`config.mk`:
```
export PLATFORM = sky130hd
export DESIGN_NAME = midget_ld_top
export DESIGN_NICKNAME = d
export VERILOG_FILES = /design/src/design/midget_pkg.sv /design/src/design/csr_irq_regs.sv /design/src/design/input_mux.sv /design/src/design/io_read_sel.sv /design/src/design/ld_ctrl.sv /design/src/design/midget_ld_top.sv
export SDC_FILE = /design/constraint.sdc
export NUM_CORES = 1
export LEC_CHECK = 0
export BUFFER_PORTS_ARGS = -buffer_cell sky130_fd_sc_hd__buf_2
export CELL_PAD_IN_SITES_DETAIL_PLACEMENT = 1
export CELL_PAD_IN_SITES_GLOBAL_PLACEMENT = 2
export CORE_MARGIN = 2
export CORE_UTILIZATION = 22
export CTS_CLUSTER_DIAMETER = 120
export DETAILED_ROUTE_END_ITERATION = 10
export PLACE_DENSITY_LB_ADDON = 0.1
export SYNTH_ARGS = -nofsm -noshare
export SYNTH_HDL_FRONTEND = slang
export SYNTH_SLANG_ARGS = --single-unit
```
`constraint.sdc`:
```
create_clock -name clk -period 3.35 [get_ports clk]
set_input_delay 0.1675 -clock clk [delete_from_list [all_inputs] [get_ports clk]]
set_output_delay 0.1675 -clock clk [all_outputs]
set_load 0.03 [all_outputs]
```
`src/design/midget_pkg.sv`:
```
`default_nettype none

package midget_pkg;

   // One read request as latched by the control block
   typedef struct packed {
      logic        io;      // 1 selects IO region, 0 selects SRAM
      logic [31:0] adr;     // Byte address
      logic        sra_msb; // Bit shifted in at the top of the shifted address
   } rd_req_t;

   // Stored interrupt state, global enables first
   typedef struct packed {
      logic mie;  // Global enable
      logic mpie; // Previous global enable
      logic meie; // External enable
      logic mtie; // Timer enable
      logic msie; // Software enable
      logic meip; // External pending
      logic mtip; // Timer pending
      logic msip; // Software pending
   } irq_state_t;

   // Control FSM states
   typedef enum logic [1:0] {
      idle    = 2'd0,
      bus     = 2'd1,
      deliver = 2'd2
   } ld_state_e;

   // Source codes, equal to address bits 29..28 of an IO read
   typedef enum logic [1:0] {
      src_ext     = 2'd0,
      src_mip     = 2'd1,
      src_mie     = 2'd2,
      src_mstatus = 2'd3
   } src_sel_e;

   // Interrupt bit positions shared by MIP and MIE
   localparam int unsigned BIT_SW    = 3;
   localparam int unsigned BIT_TIMER = 7;
   localparam int unsigned BIT_EXT   = 11;

   // MSTATUS layout
   localparam int unsigned MSTATUS_MIE  = 3;
   localparam int unsigned MSTATUS_MPIE = 7;
   localparam logic [31:0] MSTATUS_MPP  = 32'h0000_1800; // MPP reads as machine mode

endpackage

`default_nettype wire

```
`src/design/csr_irq_regs.sv`:
```
`default_nettype none

module csr_irq_regs import midget_pkg::*; (
   input  logic        clk,
   input  logic        rst_n,
   input  logic        csr_we,      // Single-cycle register write
   input  src_sel_e    csr_sel,     // Only MIE and MSTATUS are writable
   input  logic [31:0] csr_wdata,
   input  logic        irq_ext,     // Raw interrupt lines
   input  logic        irq_timer,
   input  logic        irq_sw,
   output irq_state_t  irq,
   output logic [31:0] mip_img,
   output logic [31:0] mie_img,
   output logic [31:0] mstatus_img
);

   always_ff @(posedge clk) begin
      if (!rst_n) begin
         irq <= '0;
      end else begin
         // Pending bits follow the lines one cycle late
         irq.meip <= irq_ext;
         irq.mtip <= irq_timer;
         irq.msip <= irq_sw;
         if (csr_we && csr_sel == src_mie) begin
            irq.meie <= csr_wdata[BIT_EXT];
            irq.mtie <= csr_wdata[BIT_TIMER];
            irq.msie <= csr_wdata[BIT_SW];
         end
         if (csr_we && csr_sel == src_mstatus) begin
            irq.mie  <= csr_wdata[MSTATUS_MIE];
            irq.mpie <= csr_wdata[MSTATUS_MPIE];
         end
         // Writes to MIP or the external code have no effect
      end
   end

   // Register images as seen by an IO read
   always_comb begin
      mip_img            = '0;
      mip_img[BIT_EXT]   = irq.meip;
      mip_img[BIT_TIMER] = irq.mtip;
      mip_img[BIT_SW]    = irq.msip;

      mie_img            = '0;
      mie_img[BIT_EXT]   = irq.meie;
      mie_img[BIT_TIMER] = irq.mtie;
      mie_img[BIT_SW]    = irq.msie;

      mstatus_img               = MSTATUS_MPP; // Bits 12:11 always one
      mstatus_img[MSTATUS_MPIE] = irq.mpie;
      mstatus_img[MSTATUS_MIE]  = irq.mie;
   end

endmodule

`default_nettype wire

```
`src/design/input_mux.sv`:
```
`default_nettype none

module input_mux import midget_pkg::*; (
   input  logic        clk,
   input  logic        rst_n,
   input  logic        capture, // Load theio into rdee
   input  logic        sa00,    // Main select, forces merge next cycle
   input  logic        any_ack, // Any of the three acknowledges
   input  logic [31:0] theio,
   input  logic [31:0] dat_o,   // EBR output, also the merge mask
   input  rd_req_t     cur,
   output logic [31:0] rdee,
   output logic [31:0] di
);

   logic        merge;
   logic [31:0] sh_adr;

   // Arithmetic-style right shift with chosen top bit
   assign sh_adr = {cur.sra_msb, cur.adr[31:1]};

   // Capture register for the read word
   always_ff @(posedge clk) begin
      if (capture) begin
         rdee <= theio;
      end
   end

   // Merge select, reloaded every edge
   always_ff @(posedge clk) begin
      if (!rst_n) begin
         merge <= 1'b0;
      end else begin
         merge <= any_ack | sa00;
      end
   end

   // Where dat_o is one take rdee, else the shifted address
   assign di = merge ? ((dat_o & rdee) | (~dat_o & sh_adr)) : dat_o;

endmodule

`default_nettype wire

```
`src/design/io_read_sel.sv`:
```
`default_nettype none

module io_read_sel import midget_pkg::*; #(
   parameter int IWIDTH     = 8, // External port width, 8, 16 or 32
   parameter bit HAS_SYSREG = 1  // Map MIP, MIE and MSTATUS into IO space
) (
   input  logic              stb,
   input  rd_req_t           cur,
   input  logic [IWIDTH-1:0] dat_i,       // External data port
   input  logic [31:0]       dsram,       // SRAM read word
   input  logic [31:0]       mip_img,
   input  logic [31:0]       mie_img,
   input  logic [31:0]       mstatus_img,
   output logic [31:0]       theio,       // Selected word
   output logic              sysregack
);

   logic [31:0] ext_word;
   logic [31:0] io_word;

   assign ext_word = 32'(dat_i); // Zero-extended external port

   generate
      if (HAS_SYSREG) begin : g_sysreg
         src_sel_e src;

         assign src = src_sel_e'(cur.adr[29:28]);

         always_comb begin
            case (src)
               src_mip:     io_word = mip_img;
               src_mie:     io_word = mie_img;
               src_mstatus: io_word = mstatus_img;
               default:     io_word = ext_word; // src_ext
            endcase
         end

         // Registers answer at once, in the first strobe cycle
         assign sysregack = stb && cur.io && (src != src_ext);
      end else begin : g_no_sysreg
         // Whole IO region is the external port
         assign io_word   = ext_word;
         assign sysregack = 1'b0;
      end
   endgenerate

   assign theio = cur.io ? io_word : dsram;

endmodule

`default_nettype wire

```
`src/design/ld_ctrl.sv`:
```
`default_nettype none

module ld_ctrl import midget_pkg::*; (
   input  logic    clk,
   input  logic    rst_n,
   input  logic    req,       // One-cycle request pulse
   input  rd_req_t req_in,    // Request payload, valid with req
   input  logic    ack_i,     // External IO acknowledge
   input  logic    sram_ack,  // SRAM acknowledge
   input  logic    sysregack, // System register acknowledge
   output logic    stb,       // Bus strobe, level
   output logic    done,      // One cycle after the closing acknowledge
   output logic    capture,   // Load strobe for the read word
   output logic    busy,
   output rd_req_t cur        // Latched request
);

   ld_state_e state;
   ld_state_e state_nxt;
   logic      close_ack;

   // IO reads end on the external or system-register ack,
   // memory reads only on the SRAM ack
   assign close_ack = cur.io ? (ack_i | sysregack) : sram_ack;

   always_comb begin
      state_nxt = state;
      case (state)
         idle: begin
            if (req) begin
               state_nxt = bus;
            end
         end
         bus: begin
            if (close_ack) begin
               state_nxt = deliver;
            end
         end
         deliver: begin
            state_nxt = idle; // Done lasts exactly one cycle
         end
         default: begin
            state_nxt = idle;
         end
      endcase
   end

   always_ff @(posedge clk) begin
      if (!rst_n) begin
         state <= idle;
      end else begin
         state <= state_nxt;
      end
   end

   // Request only taken in idle, a req while busy is dropped
   always_ff @(posedge clk) begin
      if (state == idle && req) begin
         cur <= req_in;
      end
   end

   assign stb     = (state == bus);
   assign capture = (state == bus) && close_ack; // Same cycle as the ack
   assign done    = (state == deliver);
   assign busy    = (state != idle);

endmodule

`default_nettype wire

```
`src/design/midget_ld_top.sv`:
```
`default_nettype none

module midget_ld_top import midget_pkg::*; #(
   parameter int IWIDTH     = 8, // External data port width
   parameter bit HAS_SYSREG = 1  // System registers in IO space
) (
   input  logic              clk,
   input  logic              rst_n,
   // Read request
   input  logic              req,
   input  rd_req_t           req_in,
   // Bus side
   input  logic              ack_i,
   input  logic              sram_ack,
   input  logic [IWIDTH-1:0] dat_i,
   input  logic [31:0]       dsram,
   // Core side
   input  logic [31:0]       dat_o,
   input  logic              sa00,
   // Register writes and interrupt lines
   input  logic              csr_we,
   input  src_sel_e          csr_sel,
   input  logic [31:0]       csr_wdata,
   input  logic              irq_ext,
   input  logic              irq_timer,
   input  logic              irq_sw,
   output logic              stb,
   output logic              done,
   output logic              busy,
   output logic [31:0]       rdee,
   output logic [31:0]       di,
   output logic              sysregack
);

   rd_req_t     cur;
   logic        capture;
   logic        any_ack;
   logic [31:0] theio;
   logic [31:0] mip_img;
   logic [31:0] mie_img;
   logic [31:0] mstatus_img;

   assign any_ack = ack_i | sram_ack | sysregack;

   ld_ctrl u_ctrl (
      .clk       (clk),
      .rst_n     (rst_n),
      .req       (req),
      .req_in    (req_in),
      .ack_i     (ack_i),
      .sram_ack  (sram_ack),
      .sysregack (sysregack),
      .stb       (stb),
      .done      (done),
      .capture   (capture),
      .busy      (busy),
      .cur       (cur)
   );

   csr_irq_regs u_csr (
      .clk         (clk),
      .rst_n       (rst_n),
      .csr_we      (csr_we),
      .csr_sel     (csr_sel),
      .csr_wdata   (csr_wdata),
      .irq_ext     (irq_ext),
      .irq_timer   (irq_timer),
      .irq_sw      (irq_sw),
      .irq         (), // Raw state goes to the trap logic, not part of this path
      .mip_img     (mip_img),
      .mie_img     (mie_img),
      .mstatus_img (mstatus_img)
   );

   io_read_sel #(
      .IWIDTH     (IWIDTH),
      .HAS_SYSREG (HAS_SYSREG)
   ) u_sel (
      .stb         (stb),
      .cur         (cur),
      .dat_i       (dat_i),
      .dsram       (dsram),
      .mip_img     (mip_img),
      .mie_img     (mie_img),
      .mstatus_img (mstatus_img),
      .theio       (theio),
      .sysregack   (sysregack)
   );

   input_mux u_mux (
      .clk     (clk),
      .rst_n   (rst_n),
      .capture (capture),
      .sa00    (sa00),
      .any_ack (any_ack),
      .theio   (theio),
      .dat_o   (dat_o),
      .cur     (cur),
      .rdee    (rdee),
      .di      (di)
   );

endmodule

`default_nettype wire

```
# == After elaboration in Yosys (flattened, before gate mapping) ==
# Cells that the tools add are included.
# word_totals
out_inout_bits,68
wordCells,48
ff_bits,77
inputBits,150
# classes
reduce_logical,10
bitwise,8
n_eq_ne,9
mux,7
# op_table
cell,count
AND 32 bit,2
2-to-1 mux 32 bit,2
one-hot mux 13 bit (3 select lines),1
NOT 32 bit,1
OR 32 bit,1
"equality test 2 bit, second input constant",5
logical AND 1 bit,6
"equality test 2 x 1 -> 1 bit, second input constant",2
2-to-1 mux 2 bit,2
"!= test 2 bit, second input constant",2
OR 1 bit,4
one-hot mux 2 bit (2 select lines),1
nonzero test 2 bit,2
logical NOT 2 bit,1
AND reduction 2 bit,1
2-to-1 mux 1 bit,1

# == Depth between registers and ports, before layout ==
# Gate-level depths: netlist (run 1).
# depth
word_depth,7
ltp_mapped,4
mapped_depth_nobuf,3

# == Modules after synthesis ==
# Synthesis (run 1) repeated with hierarchy kept, for this count alone.
# unflattened
hier_cells,470
hier_area_um2,5176.2
# modules_own_cells
module,cells_per_inst,area_each_um2,seq_area_each_um2,n_inst
input_mux,137,1559.0,980.9,1
io_read_sel,158,1432.6,0.0,1
ld_ctrl,49,1156.1,1061.0,1
csr_irq_regs,125,1022.2,160.2,1
midget_ld_top,1,6.3,0.0,1

# == Worst setup path before layout (run 1) ==
# OpenSTA, ideal clock, no wires.
# synth_timing
path_type,register to register
from,register u_ctrl.state[1]
to,register u_mux.rdee[0] (enable)
setup_time_ns,0.469
stages_incl_launch_ff,3
path_slack_ns,-0.281
path_buffers,0
t_arrival_ns,3.162
required_time_ns,2.881
period_less_slack_ns,3.631
path_cell_list,dfxtp_1 and2b_1 nor3b_1
# synth_via
elab_chain_cells,6
# synth_lines
item,line,source
from (decl),ld_ctrl.sv:18,ld_state_e state;
from (signal assigned),ld_ctrl.sv:50,state <= idle;
from (signal assigned),ld_ctrl.sv:52,state <= state_nxt;
equality test 2 x 1 -> 1 bit *,ld_ctrl.sv:63,assign stb = (state == bus);
net stb,midget_ld_top.sv:27,"output logic stb,"
logical AND 1 bit (2 in series),io_read_sel.sv:39,assign sysregack = stb && cur.io && (src != src_ext);
OR 1 bit,ld_ctrl.sv:24,assign close_ack = cur.io ? (ack_i | sysregack) : sram_ack;
2-to-1 mux 1 bit,ld_ctrl.sv:24,
logical AND 1 bit *,ld_ctrl.sv:64,assign capture = (state == bus) && close_ack;
net capture,midget_ld_top.sv:36,logic capture;
to (signal assigned),input_mux.sv:25,rdee <= theio;
to (decl),input_mux.sv:12,"output logic [31:0] rdee,"
# The timed path passes the listed nets; every way through them passes the cells marked *.
# A chain may end at the register's enable or synchronous reset.

# == Worst setup path after layout (run 1) ==
# layout_timing
from,register u_ctrl.cur[33] (netlist name)
to,register u_mux.rdee[23] (enable)
# layout_via
elab_chain_cells,5
# layout_lines
item,line
logical AND 1 bit (2 in series),io_read_sel.sv:39
OR 1 bit,ld_ctrl.sv:24
2-to-1 mux 1 bit *,ld_ctrl.sv:24
logical AND 1 bit *,ld_ctrl.sv:64
net capture,midget_ld_top.sv:36
# Marked as above.

==> results of run 1 <==
==> metal layers <==
metal	routed length, um	up-vias	global-route usage
li1	-	1432	-
met3	831	13	0.03627
met4	227	0	0.06787
met1	4372	1354	0.1580
met5	0	-	0
met2	4890	120	0.2155
==> report_power, final <==
group	internal (uW)	leakage [uW]	total, uW	switching [uW]
Combinational	171	0.00142	433	262
Sequential	1100	0.000707	1150	44.0
Clock	646	0.000154	1030	382
Total	1920	0.00228	2610	689
==> cell families (layout without fill, tap and decap cells) <==
logic type	Yosys count	in the layout
buffers and inverters	55	282
flip-flops	76	76
multiplexers	9	9
AND/OR/NAND/NOR	56	56
AO/OA/AOI/OAI	78	78
==> path summary, 6_finish.rpt <==
path                                                      to                          from  slack, ns  cells after the start
worst max-delay path            u_mux.rdee[23]$_SDFFCE_PP0P_      u_ctrl.cur[33]$_DFFE_PP_       1.10                      3
worst min register to register  u_ctrl.state[0]$_SDFFE_PN0P_  u_ctrl.state[1]$_SDFFE_PN0P_       0.47                      1
worst max register to register  u_mux.rdee[23]$_SDFFCE_PP0P_      u_ctrl.cur[33]$_DFFE_PP_       1.10                      3
worst min-delay path                 u_csr.irq[1]$_SDFF_PN0_                     irq_timer       0.03                      2
==> flip-flops by register name (all words and copies together), names as in the netlist <==
register	count
u_ctrl.cur	33
u_ctrl.state	2
u_mux.rdee	32
u_csr.irq	8
u_mux.merge	1
==> repair_timing <==
item,CTS,global route
endpoints found under the hold margin,33,0
setup buffers,0,0
hold buffers,33,0
==> synthesized netlist by cell type, types with 2 or more instances <==
master / n / area, um^2
a31oi_1: 32 / 200.2
nor2b_1: 28 / 175.2
a21oi_1: 33 / 165.2
edfxtp_1: 65 / 1952
dfxtp_1: 11 / 220.2
and2_1: 4 / 25.02
nand2_1: 3 / 11.26
o311ai_0: 2 / 17.52
o21ai_0: 8 / 40.04
nand3_1: 10 / 50.05
clkbuf_1: 5 / 18.77
mux2_2: 2 / 22.52
nor2_1: 3 / 11.26
mux2i_1: 7 / 70.07
inv_1: 41 / 153.9
buf_2: 5 / 25.02
buf_6: 2 / 22.52
==> layout make-up <==
type,instances,area [um^2],share of cell area
repair buffers,225,1304,0.2563
multi-input cells,143,917.1,0.1803
clock buffers,10,229.0,0.04502
well taps,184,230.2,0.04526
flip-flops and latches,76,2173,0.4273
inverters,41,153.9,0.03026
clock inverters,6,78.83,0.01550
==> critical path, stage by stage, from the launching register on <==
cell and delay, ns:
edfxtp_1 0.72, nor4b_2 0.33, nor3b_4 0.58, buf_4 0.33
==> stage by stage <==
step           hold WS, ns  cells  setup WS (ns)
2_1_floorplan       0.2664    274         0.7917
3_3_place_gp        0.3437    636         0.9996
3_5_place_dp        0.3458    636         0.9679
4_1_cts            0.01106    685         0.9630
5_1_grt            0.03109    685         0.8866
6_report           0.03239    685          1.095
==> run summary, run 1 <==
core area: 14590 um^2
Initial Util: 0.2262
# rows: 44
Clk Latency, worst-skew pair: 0.34 ns
Die Area: 15990 um^2
Chip Height: 126.5 um
Iteration-0 DRC Markers: 97
CP endpoint kind: flip-flop
final worst path period share: 0.6731
FFs w/ async S/R, synth: 0
Critical Path AT: 2.29 ns
Slew Limit Fails: 0
Die Wd: 126.5 um
Final Util: 0.3486
CTS sink cnt: 76
CP required: 3.39 ns
Syn Area/Cell: 12.04 um^2
Pwr Density: 513.1 nW/um^2
Worst Tran Pin Value: 0.7989 ns
CTS Buf Count: 9
Post-Synth Simple-Gate Area: 0.1085
net count after synthesis: 424
clock-pin slew on the worst setup and hold paths: 0.06 ns
commonest non-fill, non-tap cell in the layout: buf_2
final hold viol count: 0
Yosys reg bits: 76
post-synthesis mux area share: 0.02806
Achievable Freq: 0.4435 GHz
static leakage: 0.002285 uW
library cells used by synthesis: 30
status: complete, no violations
Final nets: 646
synth warn: 0
Routed WL: 10320 um
fill count: 1676
Syn Inst Count: 274
Setup-failing EPs final: 0
Compound-Gate Fraction of Synth Area: 0.1358
crit-path max FO: 22
CP startpoint kind: flip-flop
largest family of logic cells by synthesized area: compound AO/OA/AOI/OAI gates
Post-synth EDFFs: 65
adder-cell area share of the yosys netlist: 0
H-Tree Depth: 3
final total power: 2610 uW
Tot GR Track Use: 0.1315
via count: 2919
DRC Markers: 0
area grow syn2layout: 54.15%
Worst slew margin: 0.4674
GRT overflow: 0
DR vias/cell: 4.261
most frequent cells in the layout: buf_2 (187), edfxtp_1 (65), inv_1 (41)
post_cts resized: 0
Final min period: 2.255 ns
Max clock buf depth: 2
Setup TNS: 0 ns
port buffer count: 187
Detailed Place HPWL: 7661 um
Post-Layout Inst Area: 5086 um^2
Hold Path Class: primary input to flip-flop
Primary FF master, synth: edfxtp_1
largest net degree at the start of global routing: 37
share of cells above drive strength 1: 0.4291
RSZ-0062 raised after global routing: no
clock root buffer: clkbuf_16
Boundary Pins: 218
first-pass GRT wire length: 15970 um
Synth Area in XOR/XNOR: 0
Synth Cell Area: 3299 um^2
Area after DPL: 4448 um^2
vias in the first global route: 3036
CTS tree: built
initial antenna violation count: 0
ANT cells: 0
first-pass iteration count of the detailed router: 4
wire per inst: 15.07 um
VDD IR-drop max: 0.1717 mV
register area share after synthesis: 0.6583
DRT antenna net count: 0
Crit Path Category: flip-flop to flip-flop
routability congestion estimate: 0.7341
Max-cap violations: 0
Final Skew: 0.004520 ns
Note: power is estimated with default switching activity, not from simulation.
==> run 2, diff against run 1 <==
CORE_UTILIZATION = 24   (was 22)
clock period = 2.33 ns   (was 3.35 ns; I/O delays follow)
==> run 2 against run 1 <==
Clock skew grew 0.0022 ns. Design area rose by 1.4%. Worst hold slack got worse by 0.0022 ns. Power is 45% higher. Flip-flop and latch count unchanged. Sequential power rose by 42%. Non-clock buffer count rose by 8. Count of clock-buffer cells in the layout shrank 1. Critical path depth unchanged. Critical endpoint is now u_mux.rdee[20]$_SDFFCE_PP0P_. Highest routed layer unchanged.
==> run summary, run 2 (same netlist as run 1, synthesis figures left out) <==
first-pass GRT wire length: 16010 um (+0.22%)
vias in the first global route: 3065 (+0.96%)
crit-path max FO: 19 (-14%)
Initial Util: 0.2472 (+0.02103)
Detailed Place HPWL: 8046 um (+5.0%)
via count: 2979 (+2.1%)
routability congestion estimate: 0.7478 (+1.9%)
CP endpoint kind: flip-flop
CTS Buf Count: 9 (unchanged)
Worst slew margin: 0.4694 (+0.001997)
Worst path slowest cell: nor3b_4
CTS sink cnt: 76 (unchanged)
slowest cell delay on critical path: 0.68 ns (-0.04 ns)
final worst path period share: 0.8858 (+0.2127)
share of cells above drive strength 1: 0.4283 (-0.0008510)
Tot GR Track Use: 0.1472 (+0.01572)
H-Tree Depth: 3 (unchanged)
Iteration-0 DRC Markers: 95 (-2.1%)
core area: 13350 um^2 (-8.5%)
clock root buffer: clkbuf_16
Max clock buf depth: 2 (unchanged)
top flop regs: u_ctrl.cur: 33 flops, u_mux.rdee: 32 flops, u_csr.irq: 8 flops
commonest non-fill, non-tap cell in the layout: buf_2
Die Area: 14700 um^2 (-8.1%)
Hold Path Class: primary input to flip-flop
CTS tree: built
clock share of power: 0.391 (-0.003)
Crit Path Category: flip-flop to flip-flop
largest register by flop count: u_ctrl.cur
internal power: 2769 uW (+44%)
Final nets: 654 (+1.2%)
Chip Height: 121.3 um (-4.1%)
Worst Tran Pin Value: 0.7950 ns (-0.003849 ns)
Pwr Density: 731.5 nW/um^2 (+43%)
setup repair bufs after CTS: 0 (unchanged)
CP startpoint kind: flip-flop
DR vias/cell: 4.349 (+2.1%)
final hold viol count: 0 (unchanged)
Post-Layout Inst Area: 5157 um^2 (+1.4%)
wire per inst: 15.82 um (+5.0%)
Final min period: 2.064 ns (-0.1909 ns)
ANT cells: 0 (unchanged)
area grow syn2layout: 56.31%
r2r setup slk: 0.27 ns (-0.83 ns)
largest net degree at the start of global routing: 40 (+8.1%)
clock-pin slew on the worst setup and hold paths: 0.06 ns (about the same)
Net Sw Power: 1003 uW (+46%)
VDD IR-drop max: 0.3094 mV (+80%)
DRT antenna net count: 0 (unchanged)
Area after DPL: 4481 um^2 (+0.73%)
status: complete, no violations
GRT overflow: 0 (unchanged)
Setup-failing EPs final: 0 (unchanged)
Max-cap violations: 0 (unchanged)
DRC Markers: 0 (unchanged)
CP required: 2.35 ns (-1.04 ns)
# rows: 42 (-4.5%)
Routed WL: 10830 um (+5.0%)
Critical Path AT: 2.09 ns (-0.20 ns)
max FFs per register: 33 (unchanged)
Final Util: 0.3864 (+0.03776)
most frequent cells in the layout: buf_2 (187), edfxtp_1 (65), inv_1 (41)
Slew Limit Fails: 0 (unchanged)
Sw Ratio: 0.2660 (+0.001996)
Achievable Freq: 0.4845 GHz (+9.3%)
first-pass iteration count of the detailed router: 4 (unchanged)
Cell Chain, Critical Path: nor4b_2 -> nor3b_4 -> buf_4
Boundary Pins: 218 (unchanged)
Clk Latency, worst-skew pair: 0.34 ns (about the same)
RSZ-0062 raised after global routing: no
port buffer count: 187 (unchanged)
Die Wd: 121.3 um (-4.1%)
static leakage: 0.002323 uW (+1.7%)
sequential share of power: 0.431 (-0.009)
Final Skew: 0.006730 ns (+0.002210 ns)
Setup TNS: 0 ns (unchanged)
Comb power frac: 0.178 (+0.012)
initial antenna violation count: 0 (unchanged)
==> run 2: cell types whose count changed in the layout (fill, tap and decap cells not counted) <==
cell,before,now
clkinv_1,1,3
buf_12,0,1
clkbuf_1,1,0
clkinv_2,3,2
buf_4,5,8
dlygate4sd3_1,33,37
==> run 2: worst max-delay path: cells and delay by family, from the launching register on <==
kind | cells | cell delay (ns)
simple gates | 2 | 0.89
buf+inv | 1 | 0.40
flops | 1 | 0.43
==> run 2: through the flow <==
stage               hold slack (ns)  total power [uW]  std cells  setup WS [ns]
CTS                         0.01475              3846        685         0.1842
global placement             0.2924              2276        632         0.2194
floorplan                    0.2154              2018        274         0.2683
finish                      0.03016              3773        685         0.2661
detailed placement           0.2949              2290        632         0.2077
global route                0.03748              3949        685        0.09899
==> run 2: cell type report <==
class                   instances  area [um^2]
clock buffers                   9        225.2
clock inverters                 7        81.33
fillers                      1547         8190
inverters                      41        153.9
multi-input cells             143        917.1
flip-flops and latches         76         2173
well taps                     176        220.2
repair buffers                233         1386
==> run 2: routing by layer <==
metal  global-route usage  routed length [um]
met5                    0                   0
met2               0.2584                5482
met1               0.1652                4373
met4              0.06322                 237
met3              0.04370                 741
==> run 2: power groups by stage <==
stage	combinational [uW]	clock [uW]	sequential (uW)
2_1_floorplan	308	0	1710
3_3_place_gp	622	0	1650
3_5_place_dp	633	0	1660
4_1_cts	684	1530	1630
5_1_grt	731	1580	1640
6_report	671	1480	1630
==> run 2: final timing paths <==
check | endpoint | start | depth (start not counted)
max reg2reg | u_mux.rdee[20]$_SDFFCE_PP0P_ | u_ctrl.cur[33]$_DFFE_PP_ | 3
max | u_mux.rdee[20]$_SDFFCE_PP0P_ | u_ctrl.cur[33]$_DFFE_PP_ | 3
min reg2reg | u_ctrl.state[0]$_SDFFE_PN0P_ | u_ctrl.state[1]$_SDFFE_PN0P_ | 1
min | u_csr.irq[5]$_SDFFE_PN0P_ | csr_wdata[11] | 3
==> run 2: repair_timing <==
action                                  4_1_cts  5_1_grt
resized for setup                             0        0
hold buffers                                 37        0
hold endpoints to repair                     37        0
endpoints found under the setup margin        0        0
==> run 3, diff against run 2 <==
PLACE_DENSITY = 0.89   (was unset)
PLACE_DENSITY_LB_ADDON = unset   (was 0.1)
==> run 3 against run 2 <==
Largest power group unchanged. Design area decreased by 0.99%. Register-to-register slack better by 0.42 ns. First-iteration DRC count grew 54%. Utilization is 0.38 points lower. Count of clock-buffer cells in the layout did not move. Worst hold slack improved by 0.015 ns. Combinational power grew 1%.
==> run summary, run 3 (same netlist as run 1, synthesis figures left out) <==
Slew Limit Fails: 0 (unchanged)
DR vias/cell: 4.422 (+1.7%)
Tot GR Track Use: 0.1501 (+0.002862)
Crit Path Category: flip-flop to flip-flop
post_cts resized: 0 (unchanged)
Setup TNS: 0 ns (unchanged)
Chip Height: 121.3 um (unchanged)
final worst path period share: 0.7064 (-0.1794)
CTS Buf Count: 9 (unchanged)
CTS sink cnt: 76 (unchanged)
Worst path slowest cell: buf_4
most frequent cells in the layout: buf_2 (187), edfxtp_1 (65), inv_1 (41)
DRT antenna net count: 0 (unchanged)
RSZ-0062 raised after global routing: no
Boundary Pins: 218 (unchanged)
wire per inst: 16.25 um (+2.7%)
crit-path max FO: 33 (+14)
first-pass GRT wire length: 16620 um (+3.8%)
via count: 3016 (+1.2%)
CP startpoint kind: flip-flop
Initial Util: 0.2472 (unchanged)
Die Wd: 121.3 um (unchanged)
status: complete, no violations
share of cells above drive strength 1: 0.4269 (-0.001413)
largest register by flop count: u_ctrl.cur
GRT overflow: 0 (unchanged)
Detailed Place HPWL: 8090 um (+0.55%)
Top cell by count, worst path: buf_4
Final Util: 0.3825 (-0.003843)
commonest non-fill, non-tap cell in the layout: buf_2
Max-cap violations: 0 (unchanged)
Final nets: 652 (-0.31%)
static leakage: 0.002288 uW (-1.5%)
clock-pin slew on the worst setup and hold paths: 0.06 ns (about the same)
area grow syn2layout: 54.76%
final hold viol count: 0 (unchanged)
port buffer count: 187 (unchanged)
r2r setup slk: 0.68 ns (+0.42 ns)
largest net degree at the start of global routing: 65 (+63%)
CP endpoint kind: flip-flop
Cell Chain, Critical Path: buf_4 -> nor2_1 -> nor3b_4 -> buf_4
Final Skew: 0.005646 ns (-0.001084 ns)
Final min period: 1.646 ns (-0.4181 ns)
Iteration-0 DRC Markers: 146 (+54%)
Clk Latency, worst-skew pair: 0.33 ns (about the same)
clock root buffer: clkbuf_16
ANT cells: 0 (unchanged)
max FFs per register: 33 (unchanged)
top flop regs: u_ctrl.cur: 33 flops, u_mux.rdee: 32 flops, u_csr.irq: 8 flops
Die Area: 14700 um^2 (unchanged)
slowest cell delay on critical path: 0.44 ns (-0.24 ns)
Worst slew margin: 0.6876 (+0.2182)
Hold Path Class: primary input to flip-flop
VDD IR-drop max: 0.2607 mV (-16%)
Pwr Density: 693.8 nW/um^2 (-5.2%)
core area: 13350 um^2 (unchanged)
setup repair bufs after CTS: 0 (unchanged)
# hold bufs at CTS: 37 (unchanged)
initial antenna violation count: 0 (unchanged)
CTS tree: built
final total power: 3542 uW (-6.1%)
Setup-failing EPs final: 0 (unchanged)
first-pass iteration count of the detailed router: 4 (unchanged)
H-Tree Depth: 3 (unchanged)
Routed WL: 11080 um (+2.3%)
Achievable Freq: 0.6076 GHz (+25%)
CP required: 2.31 ns (-0.04 ns)
# rows: 42 (unchanged)
Critical Path AT: 1.62 ns (-0.47 ns)
Worst Tran Pin Value: 0.4686 ns (-0.3264 ns)
vias in the first global route: 3183 (+3.8%)
routability congestion estimate: 0.7727 (+3.3%)
DRC Markers: 0 (unchanged)
Max clock buf depth: 2 (unchanged)
[run 3: changes by cell type in the layout (fill, tap and decap cells not counted), sizes merged]
| cell | delta |
|---|---|
| buf | -2 |
| bufinv | -2 |
| clkinvlp | +2 |
| clkinv | -1 |
[run 3: metrics by stage]
stage | std cells | hold slack, ns | worst slack (ns) | area (um^2)
global route | 682 | 0.05433 | 0.5483 | 5106
CTS | 682 | 0.03286 | 0.6483 | 5106
floorplan | 274 | 0.2154 | 0.2683 | 3313
finish | 682 | 0.04547 | 0.6842 | 5106
global placement | 630 | 0.2938 | 0.7084 | 4478
detailed placement | 630 | 0.2949 | 0.6759 | 4478
[run 3: metal layers]
layer	vias to the layer above	part of all wire	global-route usage
met5	-	0	0
met4	0	0.018	0.05747
met3	18	0.074	0.04793
met2	113	0.53	0.2791
met1	1439	0.37	0.1560
li1	1446	-	-
[run 3: power breakdown]
group / total [uW] / internal [uW] / switching (uW) / leakage [uW]
logic: 680 / 260 / 420 / 0.00146
clock network: 1230 / 703 / 532 / 0.000122
registers: 1630 / 1590 / 39.6 / 0.000707
total: 3540 / 2550 / 992 / 0.00229
[run 3: worst paths after layout]
path / startpoint / to / cells past startpoint
worst max register to register: u_ctrl.cur[33]$_DFFE_PP_ / u_mux.rdee[29]$_SDFFCE_PP0P_ / 4
worst max-delay path: u_ctrl.cur[33]$_DFFE_PP_ / u_mux.rdee[29]$_SDFFCE_PP0P_ / 4
worst min register to register: u_ctrl.state[1]$_SDFFE_PN0P_ / u_ctrl.state[0]$_SDFFE_PN0P_ / 1
worst min-delay path: csr_wdata[11] / u_csr.irq[5]$_SDFFE_PN0P_ / 3
[run 3: final cells by class]
type,instances,area (um^2)
clock inverter,6,32.53
fill,1528,8242
sequential,76,2173
inverter,41,153.9
tap,176,220.2
multi-input combinational,143,917.1
clock buffer,9,225.2
timing repair buffer,231,1384
[run 3: critical path, delay by kind of cell, from the launching register on]
family                 cells  cell delay [ns]
flip-flops                 1             0.37
buffers and inverters      2             0.65
AND/OR/NAND/NOR            2             0.26
